[config.mk]
export PLATFORM = sky130hd
export DESIGN_NAME = ooo_commit_top
export DESIGN_NICKNAME = d
export VERILOG_FILES = /design/src/ooo_pkg.sv /design/src/sync_fifo.sv /design/src/rename_dispatch.sv /design/src/rob.sv /design/src/ooo_commit_top.sv
export VERILOG_INCLUDE_DIRS = /design/src /design/src/src
export SDC_FILE = /design/constraint.sdc
export NUM_CORES = 1
export LEC_CHECK = 0
export BUFFER_PORTS_ARGS = -buffer_cell sky130_fd_sc_hd__buf_2
export CAP_MARGIN = 20
export CORE_ASPECT_RATIO = 0.75
export CORE_UTILIZATION = 51
export DETAILED_ROUTE_END_ITERATION = 10
export PLACE_DENSITY_LB_ADDON = 0.2
export SLEW_MARGIN = 0
export SYNTH_ARGS = -nofsm -noshare
export SYNTH_HDL_FRONTEND = slang
export SYNTH_HIERARCHICAL = 1
export SYNTH_SLANG_ARGS = --single-unit
export TNS_END_PERCENT = 20
[constraint.sdc]
create_clock -name clk_i -period 3.2 [get_ports clk_i]
set_input_delay 0.64 -clock clk_i [delete_from_list [all_inputs] [get_ports clk_i]]
set_output_delay 0.64 -clock clk_i [all_outputs]
set_load 0.05 [all_outputs]
[src/ooo_macros.svh]
`ifndef OOO_MACROS_SVH
`define OOO_MACROS_SVH

// reorder buffer slots
`define ROB_ENTRY 8

// common data bus ports
`define NUM_FU 2

// architectural and physical register counts
// 14 - 8 leaves 6 free registers at reset
`define NUM_ARCH_REG 8
`define NUM_PHYS_REG 14

// store buffer slots
`define SB_DEPTH 4

// store payload widths
`define ADDR_W 16
`define DATA_W 32

`endif

[src/ooo_pkg.sv]
`default_nettype none

`include "ooo_macros.svh"

package ooo_pkg;

  // index types
  typedef logic [$clog2(`ROB_ENTRY)-1:0]    rob_idx_t;
  typedef logic [$clog2(`NUM_ARCH_REG)-1:0] arch_reg_t;
  typedef logic [$clog2(`NUM_PHYS_REG)-1:0] phys_reg_t;

  // one writeback port, no data travels with it
  typedef struct packed {
    logic     valid;
    rob_idx_t rob_dest;
  } cdb_t;

  // one reorder buffer slot
  typedef struct packed {
    logic      wb;
    logic      w_v;
    logic      is_store;
    // register given back to the free list at commit
    phys_reg_t freed_reg;
  } rob_entry_t;

  // one store buffer entry
  typedef struct packed {
    logic [`ADDR_W-1:0] addr;
    logic [`DATA_W-1:0] data;
  } store_t;

endpackage

`default_nettype wire

[src/sync_fifo.sv]
`timescale 1ns/100ps
`default_nettype none

module sync_fifo #(
  parameter type payload_t    = logic,
  parameter int  DEPTH        = 4,
  parameter bit  PRELOAD      = 1'b0,
  parameter int  PRELOAD_BASE = 0
) (
  input  logic     clk_i,
  input  logic     reset_i,
  input  logic     push_i,
  input  payload_t push_data_i,
  input  logic     pop_i,
  output payload_t head_o,
  output logic     empty_o,
  output logic     full_o
);

  localparam int PTR_W = (DEPTH > 1) ? $clog2(DEPTH) : 1;
  localparam int CNT_W = $clog2(DEPTH + 1);
  localparam int PAY_W = $bits(payload_t);

  payload_t         mem_q [DEPTH];
  logic [PTR_W-1:0] rd_ptr_q;
  logic [PTR_W-1:0] wr_ptr_q;
  logic [CNT_W-1:0] cnt_q;
  logic             do_push;
  logic             do_pop;

  // depth need not be a power of two
  function automatic logic [PTR_W-1:0] next_ptr(input logic [PTR_W-1:0] ptr);
    return (ptr == PTR_W'(DEPTH - 1)) ? '0 : ptr + 1'b1;
  endfunction

  assign empty_o = (cnt_q == '0);
  assign full_o  = (cnt_q == CNT_W'(DEPTH));
  assign head_o  = mem_q[rd_ptr_q];

  // a pop in the same cycle makes room for a push into a full buffer
  assign do_pop  = pop_i && !empty_o;
  assign do_push = push_i && (!full_o || do_pop);

  always_ff @(posedge clk_i)
  begin
    if (!reset_i)
    begin
      // preloaded buffer starts full with consecutive values
      if (PRELOAD)
      begin
        for (int i = 0; i < DEPTH; i++)
        begin
          mem_q[i] <= PAY_W'(PRELOAD_BASE + i);
        end
      end
    end
    else if (do_push)
    begin
      mem_q[wr_ptr_q] <= push_data_i;
    end
  end

  always_ff @(posedge clk_i)
  begin
    if (!reset_i)
    begin
      rd_ptr_q <= '0;
      wr_ptr_q <= '0;
      cnt_q    <= PRELOAD ? CNT_W'(DEPTH) : '0;
    end
    else
    begin
      if (do_push)
      begin
        wr_ptr_q <= next_ptr(wr_ptr_q);
      end
      if (do_pop)
      begin
        rd_ptr_q <= next_ptr(rd_ptr_q);
      end
      if (do_push && !do_pop)
      begin
        cnt_q <= cnt_q + 1'b1;
      end
      else if (do_pop && !do_push)
      begin
        cnt_q <= cnt_q - 1'b1;
      end
    end
  end

endmodule

`default_nettype wire

[src/rename_dispatch.sv]
`timescale 1ns/100ps
`default_nettype none

`include "ooo_macros.svh"

module rename_dispatch (
  input  logic               clk_i,
  input  logic               reset_i,

  // instruction offered from the front end
  input  logic               dispatch_valid_i,
  input  logic               dispatch_w_v_i,
  input  logic               dispatch_is_store_i,
  input  ooo_pkg::arch_reg_t dispatch_dest_i,
  input  logic [`ADDR_W-1:0] dispatch_addr_i,
  input  logic [`DATA_W-1:0] dispatch_data_i,
  output logic               dispatch_ready_o,

  // free list
  input  ooo_pkg::phys_reg_t fl_head_i,
  input  logic               fl_empty_i,
  output logic               fl_pop_o,

  // store buffer
  input  logic               sb_full_i,
  output logic               sb_push_o,
  output ooo_pkg::store_t    sb_data_o,

  // reorder buffer
  input  logic               rob_ready_i,
  output logic               issue_valid_o,
  output ooo_pkg::rob_entry_t issue_entry_o
);

  import ooo_pkg::*;

  phys_reg_t map_q [`NUM_ARCH_REG];
  logic      fl_ok;
  logic      sb_ok;
  logic      accept;

  // a writer needs a free register, a store needs a buffer slot
  assign fl_ok = !dispatch_w_v_i || !fl_empty_i;
  assign sb_ok = !dispatch_is_store_i || !sb_full_i;

  assign dispatch_ready_o = rob_ready_i && fl_ok && sb_ok;
  assign accept           = dispatch_valid_i && dispatch_ready_o;

  assign fl_pop_o      = accept && dispatch_w_v_i;
  assign sb_push_o     = accept && dispatch_is_store_i;
  assign issue_valid_o = accept;

  assign sb_data_o = '{addr: dispatch_addr_i, data: dispatch_data_i};

  // new slot starts not written back
  // old mapping rides along so commit can release it
  always_comb
  begin
    issue_entry_o          = '0;
    issue_entry_o.wb       = 1'b0;
    issue_entry_o.w_v      = dispatch_w_v_i;
    issue_entry_o.is_store = dispatch_is_store_i;
    if (dispatch_w_v_i)
    begin
      issue_entry_o.freed_reg = map_q[dispatch_dest_i];
    end
  end

  // map table, identity after reset
  always_ff @(posedge clk_i)
  begin
    if (!reset_i)
    begin
      for (int r = 0; r < `NUM_ARCH_REG; r++)
      begin
        map_q[r] <= phys_reg_t'(r);
      end
    end
    else if (accept && dispatch_w_v_i)
    begin
      map_q[dispatch_dest_i] <= fl_head_i;
    end
  end

endmodule

`default_nettype wire

[src/rob.sv]
`timescale 1ns/100ps
`default_nettype none

`include "ooo_macros.svh"

module rob (
  input  logic                               clk_i,
  input  logic                               reset_i,

  // writeback ports
  input  ooo_pkg::cdb_t [`NUM_FU-1:0]        cdb_i,

  // allocation from dispatch
  input  logic                               issue_rob_valid_i,
  input  ooo_pkg::rob_entry_t                issue_rob_entry_i,
  output ooo_pkg::rob_idx_t                  rob_issue_entry_num_o,
  output logic                               rob_issue_ready_o,

  // register writer commit, returns the old register
  output logic                               rob_phys_valid_o,
  output ooo_pkg::phys_reg_t                 rob_phys_reg_cl_o,

  // store commit, pops the store buffer
  output logic                               rob_sb_valid_o
);

  import ooo_pkg::*;

  localparam int CNT_W = $clog2(`ROB_ENTRY) + 1;

  rob_entry_t [`ROB_ENTRY-1:0] rob_q;
  rob_entry_t [`ROB_ENTRY-1:0] rob_n;
  rob_idx_t                    alloc_ptr_q;
  rob_idx_t                    alloc_ptr_n;
  rob_idx_t                    commit_ptr_q;
  rob_idx_t                    commit_ptr_n;
  // free slots, not occupied ones
  logic [CNT_W-1:0]            free_cnt_q;
  logic [CNT_W-1:0]            free_cnt_n;
  rob_entry_t                  head;
  logic                        do_alloc;
  logic                        do_commit;

  assign rob_issue_ready_o     = (free_cnt_q != '0);
  assign rob_issue_entry_num_o = alloc_ptr_q;

  assign do_alloc = issue_rob_valid_i && rob_issue_ready_o;

  // retired slots have wb cleared, so an empty head never commits
  assign head      = rob_q[commit_ptr_q];
  assign do_commit = head.wb;

  assign rob_sb_valid_o    = head.wb && head.is_store;
  assign rob_phys_valid_o  = head.wb && head.w_v && !head.is_store;
  assign rob_phys_reg_cl_o = head.freed_reg;

  always_comb
  begin
    rob_n        = rob_q;
    alloc_ptr_n  = alloc_ptr_q;
    commit_ptr_n = commit_ptr_q;
    free_cnt_n   = free_cnt_q;

    // allocate at the tail
    if (do_alloc)
    begin
      rob_n[alloc_ptr_q]    = issue_rob_entry_i;
      rob_n[alloc_ptr_q].wb = 1'b0;
      alloc_ptr_n           = alloc_ptr_q + 1'b1;
    end

    // mark written back slots, in any order
    for (int j = 0; j < `NUM_FU; j++)
    begin
      if (cdb_i[j].valid)
      begin
        rob_n[cdb_i[j].rob_dest].wb = 1'b1;
      end
    end

    // retire the head, one per cycle
    if (do_commit)
    begin
      rob_n[commit_ptr_q].wb = 1'b0;
      commit_ptr_n           = commit_ptr_q + 1'b1;
    end

    // both at once leaves the count unchanged
    case ({do_alloc, do_commit})
      2'b10:   free_cnt_n = free_cnt_q - 1'b1;
      2'b01:   free_cnt_n = free_cnt_q + 1'b1;
      default: free_cnt_n = free_cnt_q;
    endcase
  end

  always_ff @(posedge clk_i)
  begin
    if (!reset_i)
    begin
      for (int i = 0; i < `ROB_ENTRY; i++)
      begin
        rob_q[i].wb <= 1'b0;
      end
      alloc_ptr_q  <= '0;
      commit_ptr_q <= '0;
      free_cnt_q   <= CNT_W'(`ROB_ENTRY);
    end
    else
    begin
      rob_q        <= rob_n;
      alloc_ptr_q  <= alloc_ptr_n;
      commit_ptr_q <= commit_ptr_n;
      free_cnt_q   <= free_cnt_n;
    end
  end

endmodule

`default_nettype wire

[src/ooo_commit_top.sv]
`timescale 1ns/100ps
`default_nettype none

`include "ooo_macros.svh"

module ooo_commit_top (
  input  logic                        clk_i,
  input  logic                        reset_i,

  // dispatch
  input  logic                        dispatch_valid_i,
  input  logic                        dispatch_w_v_i,
  input  logic                        dispatch_is_store_i,
  input  ooo_pkg::arch_reg_t          dispatch_dest_i,
  input  logic [`ADDR_W-1:0]          dispatch_addr_i,
  input  logic [`DATA_W-1:0]          dispatch_data_i,
  output logic                        dispatch_ready_o,
  output ooo_pkg::rob_idx_t           dispatch_rob_idx_o,
  output ooo_pkg::phys_reg_t          dispatch_phys_o,

  // writeback
  input  ooo_pkg::cdb_t [`NUM_FU-1:0] cdb_i,

  // commit
  output logic                        commit_valid_o,
  output ooo_pkg::phys_reg_t          commit_freed_reg_o,
  output logic                        store_valid_o,
  output logic [`ADDR_W-1:0]          store_addr_o,
  output logic [`DATA_W-1:0]          store_data_o
);

  import ooo_pkg::*;

  logic       fl_pop;
  logic       fl_empty;
  phys_reg_t  fl_head;
  logic       sb_push;
  logic       sb_full;
  store_t     sb_data;
  store_t     sb_head;
  logic       issue_valid;
  rob_entry_t issue_entry;
  logic       rob_ready;
  logic       rob_phys_valid;
  phys_reg_t  rob_phys_reg;
  logic       rob_sb_valid;

  assign dispatch_phys_o    = fl_head;
  assign commit_valid_o     = rob_phys_valid;
  assign commit_freed_reg_o = rob_phys_reg;
  assign store_valid_o      = rob_sb_valid;
  assign store_addr_o       = sb_head.addr;
  assign store_data_o       = sb_head.data;

  rename_dispatch u_rename_dispatch (
    .clk_i               (clk_i),
    .reset_i             (reset_i),
    .dispatch_valid_i    (dispatch_valid_i),
    .dispatch_w_v_i      (dispatch_w_v_i),
    .dispatch_is_store_i (dispatch_is_store_i),
    .dispatch_dest_i     (dispatch_dest_i),
    .dispatch_addr_i     (dispatch_addr_i),
    .dispatch_data_i     (dispatch_data_i),
    .dispatch_ready_o    (dispatch_ready_o),
    .fl_head_i           (fl_head),
    .fl_empty_i          (fl_empty),
    .fl_pop_o            (fl_pop),
    .sb_full_i           (sb_full),
    .sb_push_o           (sb_push),
    .sb_data_o           (sb_data),
    .rob_ready_i         (rob_ready),
    .issue_valid_o       (issue_valid),
    .issue_entry_o       (issue_entry)
  );

  rob u_rob (
    .clk_i                 (clk_i),
    .reset_i               (reset_i),
    .cdb_i                 (cdb_i),
    .issue_rob_valid_i     (issue_valid),
    .issue_rob_entry_i     (issue_entry),
    .rob_issue_entry_num_o (dispatch_rob_idx_o),
    .rob_issue_ready_o     (rob_ready),
    .rob_phys_valid_o      (rob_phys_valid),
    .rob_phys_reg_cl_o     (rob_phys_reg),
    .rob_sb_valid_o        (rob_sb_valid)
  );

  // free list holds registers beyond the identity mapping
  sync_fifo #(
    .payload_t    (phys_reg_t),
    .DEPTH        (`NUM_PHYS_REG - `NUM_ARCH_REG),
    .PRELOAD      (1'b1),
    .PRELOAD_BASE (`NUM_ARCH_REG)
  ) u_free_list (
    .clk_i       (clk_i),
    .reset_i     (reset_i),
    .push_i      (rob_phys_valid),
    .push_data_i (rob_phys_reg),
    .pop_i       (fl_pop),
    .head_o      (fl_head),
    .empty_o     (fl_empty),
    .full_o      ()
  );

  // store buffer drains in commit order
  sync_fifo #(
    .payload_t (store_t),
    .DEPTH     (`SB_DEPTH)
  ) u_store_buf (
    .clk_i       (clk_i),
    .reset_i     (reset_i),
    .push_i      (sb_push),
    .push_data_i (sb_data),
    .pop_i       (rob_sb_valid),
    .head_o      (sb_head),
    .empty_o     (),
    .full_o      (sb_full)
  );

endmodule

`default_nettype wire

# [Yosys cells after proc, flatten, opt, wreduce, memory -nomap -nowiden]
# Memories as Yosys holds them, arrays and structs flattened. A register that Yosys moved wholly into a read port is not among the register bits.
# Cells that the tools add are included.
[word_totals] register_bits=82 latch_bits=0 ramBits=248 romBits=0 inputBits=64 output_inout_bits=62 elab_cells=167 memories=3
[memory_table] name="u_store_buf.mem_q" depth=4 width=48 rd=1 rd_ports_with_merged_regs=1 wr=1 line="sync_fifo.sv:24" text="payload_t mem_q [DEPTH];"
[memory_table] name="u_rename_dispatch.map_q" depth=8 width=4 rd=1 rd_ports_with_merged_regs=0 wr=8 line="rename_dispatch.sv:37" text="phys_reg_t map_q [`NUM_ARCH_REG];"
[memory_table] name="u_free_list.mem_q" depth=6 width=4 rd=1 rd_ports_with_merged_regs=1 wr=6 line="sync_fifo.sv:24"
[op_classes] addsub=12 multipliers=0 div_mod_pow=0 n_lt_le_gt_ge=8 n_eq_ne=8 shifts=0 n_mux=51 bitwise=0 n_reduce_logical=44
[ops] operator="56-bit bitwise mux" n=5
[ops] operator="56-bit two-way mux" n=4
[ops] operator="7-bit demux with 3-bit select" n=5
[ops] operator="7-bit two-way mux" n=6
[ops] operator="3-bit two-way mux" n=10
[ops] operator="7-bit binary-select mux with 3-bit select" n=1
[ops] operator="1-bit logical AND" n=21
[ops] operator="3-bit by 1-bit adder with 3-bit output, second input constant" n=6
[ops] operator="3-bit by 4-bit less-than comparator with 1-bit output, second input constant" n=4
[ops] operator="3-bit == test, second input constant" n=4
[ops] operator="3-bit by 1-bit >= comparator with 1-bit output, second input constant" n=4
[ops] operator="1-bit two-way mux" n=12
[ops] operator="4-bit two-way mux" n=3
[ops] operator="1-bit zero test" n=11
[ops] operator="2-bit two-way mux" n=4
[ops] operator="4-bit one-hot mux with 2 select lines" n=1
[ops] operator="4-bit OR reduction" n=2
[ops] operator="2-bit == test, second input constant" n=3
[ops] operator="3-bit zero test" n=2
[ops] operator="2-bit nonzero test" n=3
[ops] operator="3-bit by 1-bit subtractor with 3-bit output, second input constant" n=2
[ops] operator="2-bit by 1-bit adder with 2-bit output, second input constant" n=2
[ops] operator="4-bit by 1-bit adder with 4-bit output, second input constant" n=1
[ops] operator="1-bit logical OR" n=4
[ops] operator="3 further kinds" n=3

# [Logic depth before layout (Yosys ltp)]
[depth] word_depth=15 ltp_mapped=13 depth_no_buf=12

# [Modules after synthesis]
# The synthesis kept the hierarchy.
[by_module_without_submodules] mod="sync_fifo (u_store_buf)" n_inst=1 cells_each=300 area_each_um2=7407.1 seq_area_each_um2=5945.7
[by_module_without_submodules] mod="rob" n_inst=1 cells_each=220 area_each_um2=3035.4 seq_area_each_um2=1801.7
[by_module_without_submodules] mod="rename_dispatch" n_inst=1 cells_each=203 area_each_um2=2110.8 seq_area_each_um2=960.9
[by_module_without_submodules] mod="sync_fifo (u_free_list)" n_inst=1 cells_each=146 area_each_um2=1986.9 seq_area_each_um2=1201.2

# [Worst setup path before layout]
# OpenSTA, ideal clock, no wires.
[synth_path] path_kind="register -> register" start="reg u_rob.commit_ptr_q[0]" end="reg u_free_list.cnt_q[2]" setup_ns=0.062 arrival_ns=4.325 t_required_ns=3.138 path_slack_ns=-1.187 path_stages_with_launch=13 n_path_buf=2 cell_sequence="dfxtp_1 -> buf_6 -> buf_6 -> mux4_2 -> mux2i_1 -> nor3b_1 -> and2_1 -> ha_1 -> inv_1 -> fa_1 -> xor2_1 -> or3_1 -> nand3_1"
[synth_via] elab_chain_cells=8 elab_cells_between_ends=11 cone_classes="mux (3); reduce/logical (8)"
[synth_lines] item="start: declaration" line="rob.sv:35" text="rob_idx_t commit_ptr_q;"
[synth_lines] item="start signal: assignment" line="rob.sv:112" text="commit_ptr_q <= commit_ptr_n;"
[synth_lines] item="7-bit binary-select mux with 3-bit select *" line="rob.sv:50" text="assign head = rob_q[commit_ptr_q];"
[synth_lines] item="7-bit two-way mux (implied by the code) *" line="rob.sv:50"
[synth_lines] item="1-bit logical AND / 1-bit zero test (equally long branches)" line="rob.sv:54" text="assign rob_phys_valid_o = head.wb && head.w_v && !head.is_store;"
[synth_lines] item="1-bit logical AND *" line="rob.sv:54"
[synth_lines] item="via commit_valid_o" line="ooo_commit_top.sv:25" text="output logic commit_valid_o,"
[synth_lines] item="1-bit logical AND *" line="sync_fifo.sv:42" text="assign do_push = push_i && (!full_o || do_pop);"
[synth_lines] item="via u_free_list.do_push" line="sync_fifo.sv:28" text="logic do_push;"
[synth_lines] item="1-bit zero test" line="sync_fifo.sv:85" text="else if (do_pop && !do_push)"
[synth_lines] item="1-bit logical AND" line="sync_fifo.sv:85"
[synth_lines] item="2-bit nonzero test (no line)"
[synth_lines] item="end signal: assignment" line="sync_fifo.sv:69" text="cnt_q <= PRELOAD ? CNT_W'(DEPTH) : '0;"
[synth_lines] item="end signal: assignment" line="sync_fifo.sv:83" text="cnt_q <= cnt_q + 1'b1;"
[synth_lines] item="end signal: assignment" line="sync_fifo.sv:87" text="cnt_q <= cnt_q - 1'b1;"
[synth_lines] item="end: declaration" line="sync_fifo.sv:27" text="logic [CNT_W-1:0] cnt_q;"
# Mark *: on every way through the listed nets, which the timed path passes. The rest lies on a longest branch. The select of a mux whose other input is x is not followed.
# A chain may end at the register's enable or synchronous reset.

# [Worst setup path after layout]
[layout_path] start="reg u_rob.commit_ptr_q[0]" end="out commit_valid_o"
[layout_via] elab_chain_cells=4 elab_cells_between_ends=5 cone_classes="mux (2); reduce/logical (3)"
[layout_lines] item="7-bit binary-select mux with 3-bit select *" line="rob.sv:50"
[layout_lines] item="7-bit two-way mux (implied by the code) *" line="rob.sv:50"
[layout_lines] item="1-bit logical AND / 1-bit zero test (equally long branches)" line="rob.sv:54"
[layout_lines] item="1-bit logical AND *" line="rob.sv:54"
[layout_lines] item="end: declaration" line="ooo_commit_top.sv:25"
# Every way passes the cells marked *; elsewhere a longest branch is shown, timed or not. The select of a mux whose other input is x is not followed.

==> summary.md <==
| Metric | Value |
|---|---|
| Uppermost layer routed | `met4` |
| Post-place setup slack | `between 0.1 and 0.15 ns` |
| Period Utilization, post-route | `between 90% and 100%` |
| Met1 wire length | `~13 mm` |
| Util after Layout | `58.7%` |
| Post-route DRC | `0` |
| Yosys warns | `6` |
| HP Class | `in2reg` |
| Routed vias | `around 7700` |
| Worst-Margin Slew | `~0.75 ns` |
| Dpl cells | `~1300` |
| Grt total ovfl | `0` |
| Max-slew headroom | `roughly 49%` |
| Sequence of cells on the critical path | `mux4_2 -> mux2i_1 -> nor3b_4 -> buf_4 -> buf_2` |
| Reg2Reg Launch Point | `u_rob/free_cnt_q[0]$_SDFFE_PN0P_` |
| Worst Slack Setup Final | `between 0.1 and 0.15 ns` |
| Worst skew pair latency | `0.51 ns` |
| Clock Skew | `between 0.02 and 0.025 ns` |
| Hold slack final | `approximately 0.35 ns` |
| Horiz. Die Dim | `197 um` |
| Hold path cells | `1` |
| Core area | `~0.028 mm^2` |
| CTS Buf Count | `35` |
| Layout cells sized above 1 | `32.7%` |
| Final Slew Violations | `0` |
| Type of origin of the critical path | `flip-flop` |
| DP Area | `0.0153 mm^2` |
| Die height | `approximately 150 um` |
| Clk root buf | `clkbuf_16` |
| Hpwl dp | `about 18 mm` |
| Cells after Synth | `~860` |
| H-tree Lvls | `2` |
| Minimum clock period after layout | `roughly 3.1 ns` |
| Post-Syn Area | `roughly 0.015 mm^2` |
| Non-Filler Instances | `1375` |
| Ant diodes | `0` |
| Final Hold Viols | `0` |
| Antenna violations before repair | `0` |
| Boundary pin count | `around 130` |
| CTS Sinks | `roughly 340` |
| Number of global-route vias before repair | `slightly below 8000` |
| CP arrival | `~2.4 ns` |
| RR Endpoint | `u_rob/free_cnt_q[3]$_SDFFE_PN1P_` |
| Routed vias/inst | `around 5.6` |
| CTS max path bufs | `3` |
| Average instance area after synthesis | `16.8 um^2` |
| Max Freq | `~320 MHz` |
| Buffers on Ports | `around 130` |
| CTS tree | `yes` |
| Initial cell density of the core | `between 50 and 60%` |
| Final Power | `about 10 mW` |
| Drt first pass iters | `6` |
| Max incr delay on CP | `0.51 ns` |
| Pwr/cell area | `between 600 and 700 mW/mm^2` |
| Final Instance Area | `0.0164 mm^2` |
| Required @ worst endpoint | `approximately 2.6 ns` |
| Clock-pin slew on the worst setup and hold paths | `about 0.06 ns` |
| Metal3 WL | `between 1.5 and 2 mm` |
| Outcome | `finished, final reports clean` |
| Number of antenna-violating nets in the routed design | `0` |
| Leak pwr | `around 5.4 nW` |
| Hold_sp | `dispatch_data_i[23]` |
| Setup crit end kind | `primary output` |
| Unrepaired setup endpoints after global routing | `false` |
| Drt total wl | `~27 mm` |
| Syn nets | `~940` |
| WL/cell | `19.9 um` |
| Worst Setup Path Type | `reg2out` |
| Initial drt markers | `637` |
| WL met2 | `12.3 mm` |
| First-pass GRT wire length | `about 44 mm` |
| Placement row count | `53` |
| Hold buffer count at CTS | `0` |
| Gpl congestion | `around 0.78` |
| FF-to-FF setup slack | `about 0.25 ns` |
| Final setup TNS | `0 ns` |
| Pin count of the biggest net entering global routing | `38` |
| WHS Endpoint | `u_store_buf/mem_q[1][23]$_DFFE_PP_` |
| Die Area | `between 0.02 and 0.03 mm^2` |
| Layout area overhead | `13.1%` |
| Final Setup Violations | `0` |
| Worst-path fanout max | `10` |
| GR Util All Layers | `slightly below 20%` |
| Reg2reg path depth | `11` |
| Worst VDD drop | `0.448 mV` |
| Nets | `about 1000` |
| CP max stage cell | `mux4_2` |
| MaxCap Viol Count | `0` |
report_power, final:
part	switching, mW	internal, mW
combinational	0.844	0.459
sequential	0.130	5.06
clock	1.61	2.26
total	2.58	7.78
area by class of cell:
class / count / area (um^2)
fillers: 2186 / 11600
flip-flops and latches: 343 / 9920
multi-input cells: 414 / 3910
repair buffers: 159 / 960
clock buffers: 40 / 937
well taps: 385 / 482
clock inverters: 20 / 154
inverters: 14 / 52.6
per-layer routing:
metal / track usage (%) / up-vias
met5: 0 / -
met4: 4.88 / 0
met3: 3.13 / 40
met2: 29.7 / 236
met1: 29.8 / 3893
li1: - / 3528
what timing repair did:
action / CTS / global route
endpoints found under the setup margin: 1 / 0
buffers inserted: 0 / 0
gates resized for setup: 2 / 0
worst max-delay path, delay by kind of cell (launching register included):
kind | cells | cell delay [ns]
and+or+nand+nor | 1 | 0.29
buffers and inverters | 2 | 0.47
muxes | 2 | 0.74
DFF | 1 | 0.43
worst max path at each step:
stage | from | end | cells after the start
after floorplan | u_rob/commit_ptr_q[0]$_SDFFE_PN0P_ | u_free_list/cnt_q[2]$_SDFFE_PN1P_ | 12
after global placement | u_rob/commit_ptr_q[0]$_SDFFE_PN0P_ | u_rob/free_cnt_q[3]$_SDFFE_PN1P_ | 10
after detailed placement | dispatch_is_store_i | u_rob/free_cnt_q[3]$_SDFFE_PN1P_ | 12
after CTS | u_rob/commit_ptr_q[0]$_SDFFE_PN0P_ | commit_valid_o | 5
after global routing | u_rob/commit_ptr_q[0]$_SDFFE_PN0P_ | commit_valid_o | 5
final | u_rob/commit_ptr_q[0]$_SDFFE_PN0P_ | commit_valid_o | 5
cell usage in the layout, fill, tap and decap left out, drive strengths merged, types with 14 or more instances in the layout:
cell and n:
mux4 71, buf 159, dfxtp 39, clkbuf 40, nor3 16, inv 14, nor2 38, edfxtp 304
nand3 30, clkinv 15, nand2 54, o21ai 29
(Power assumes the default switching activity.)
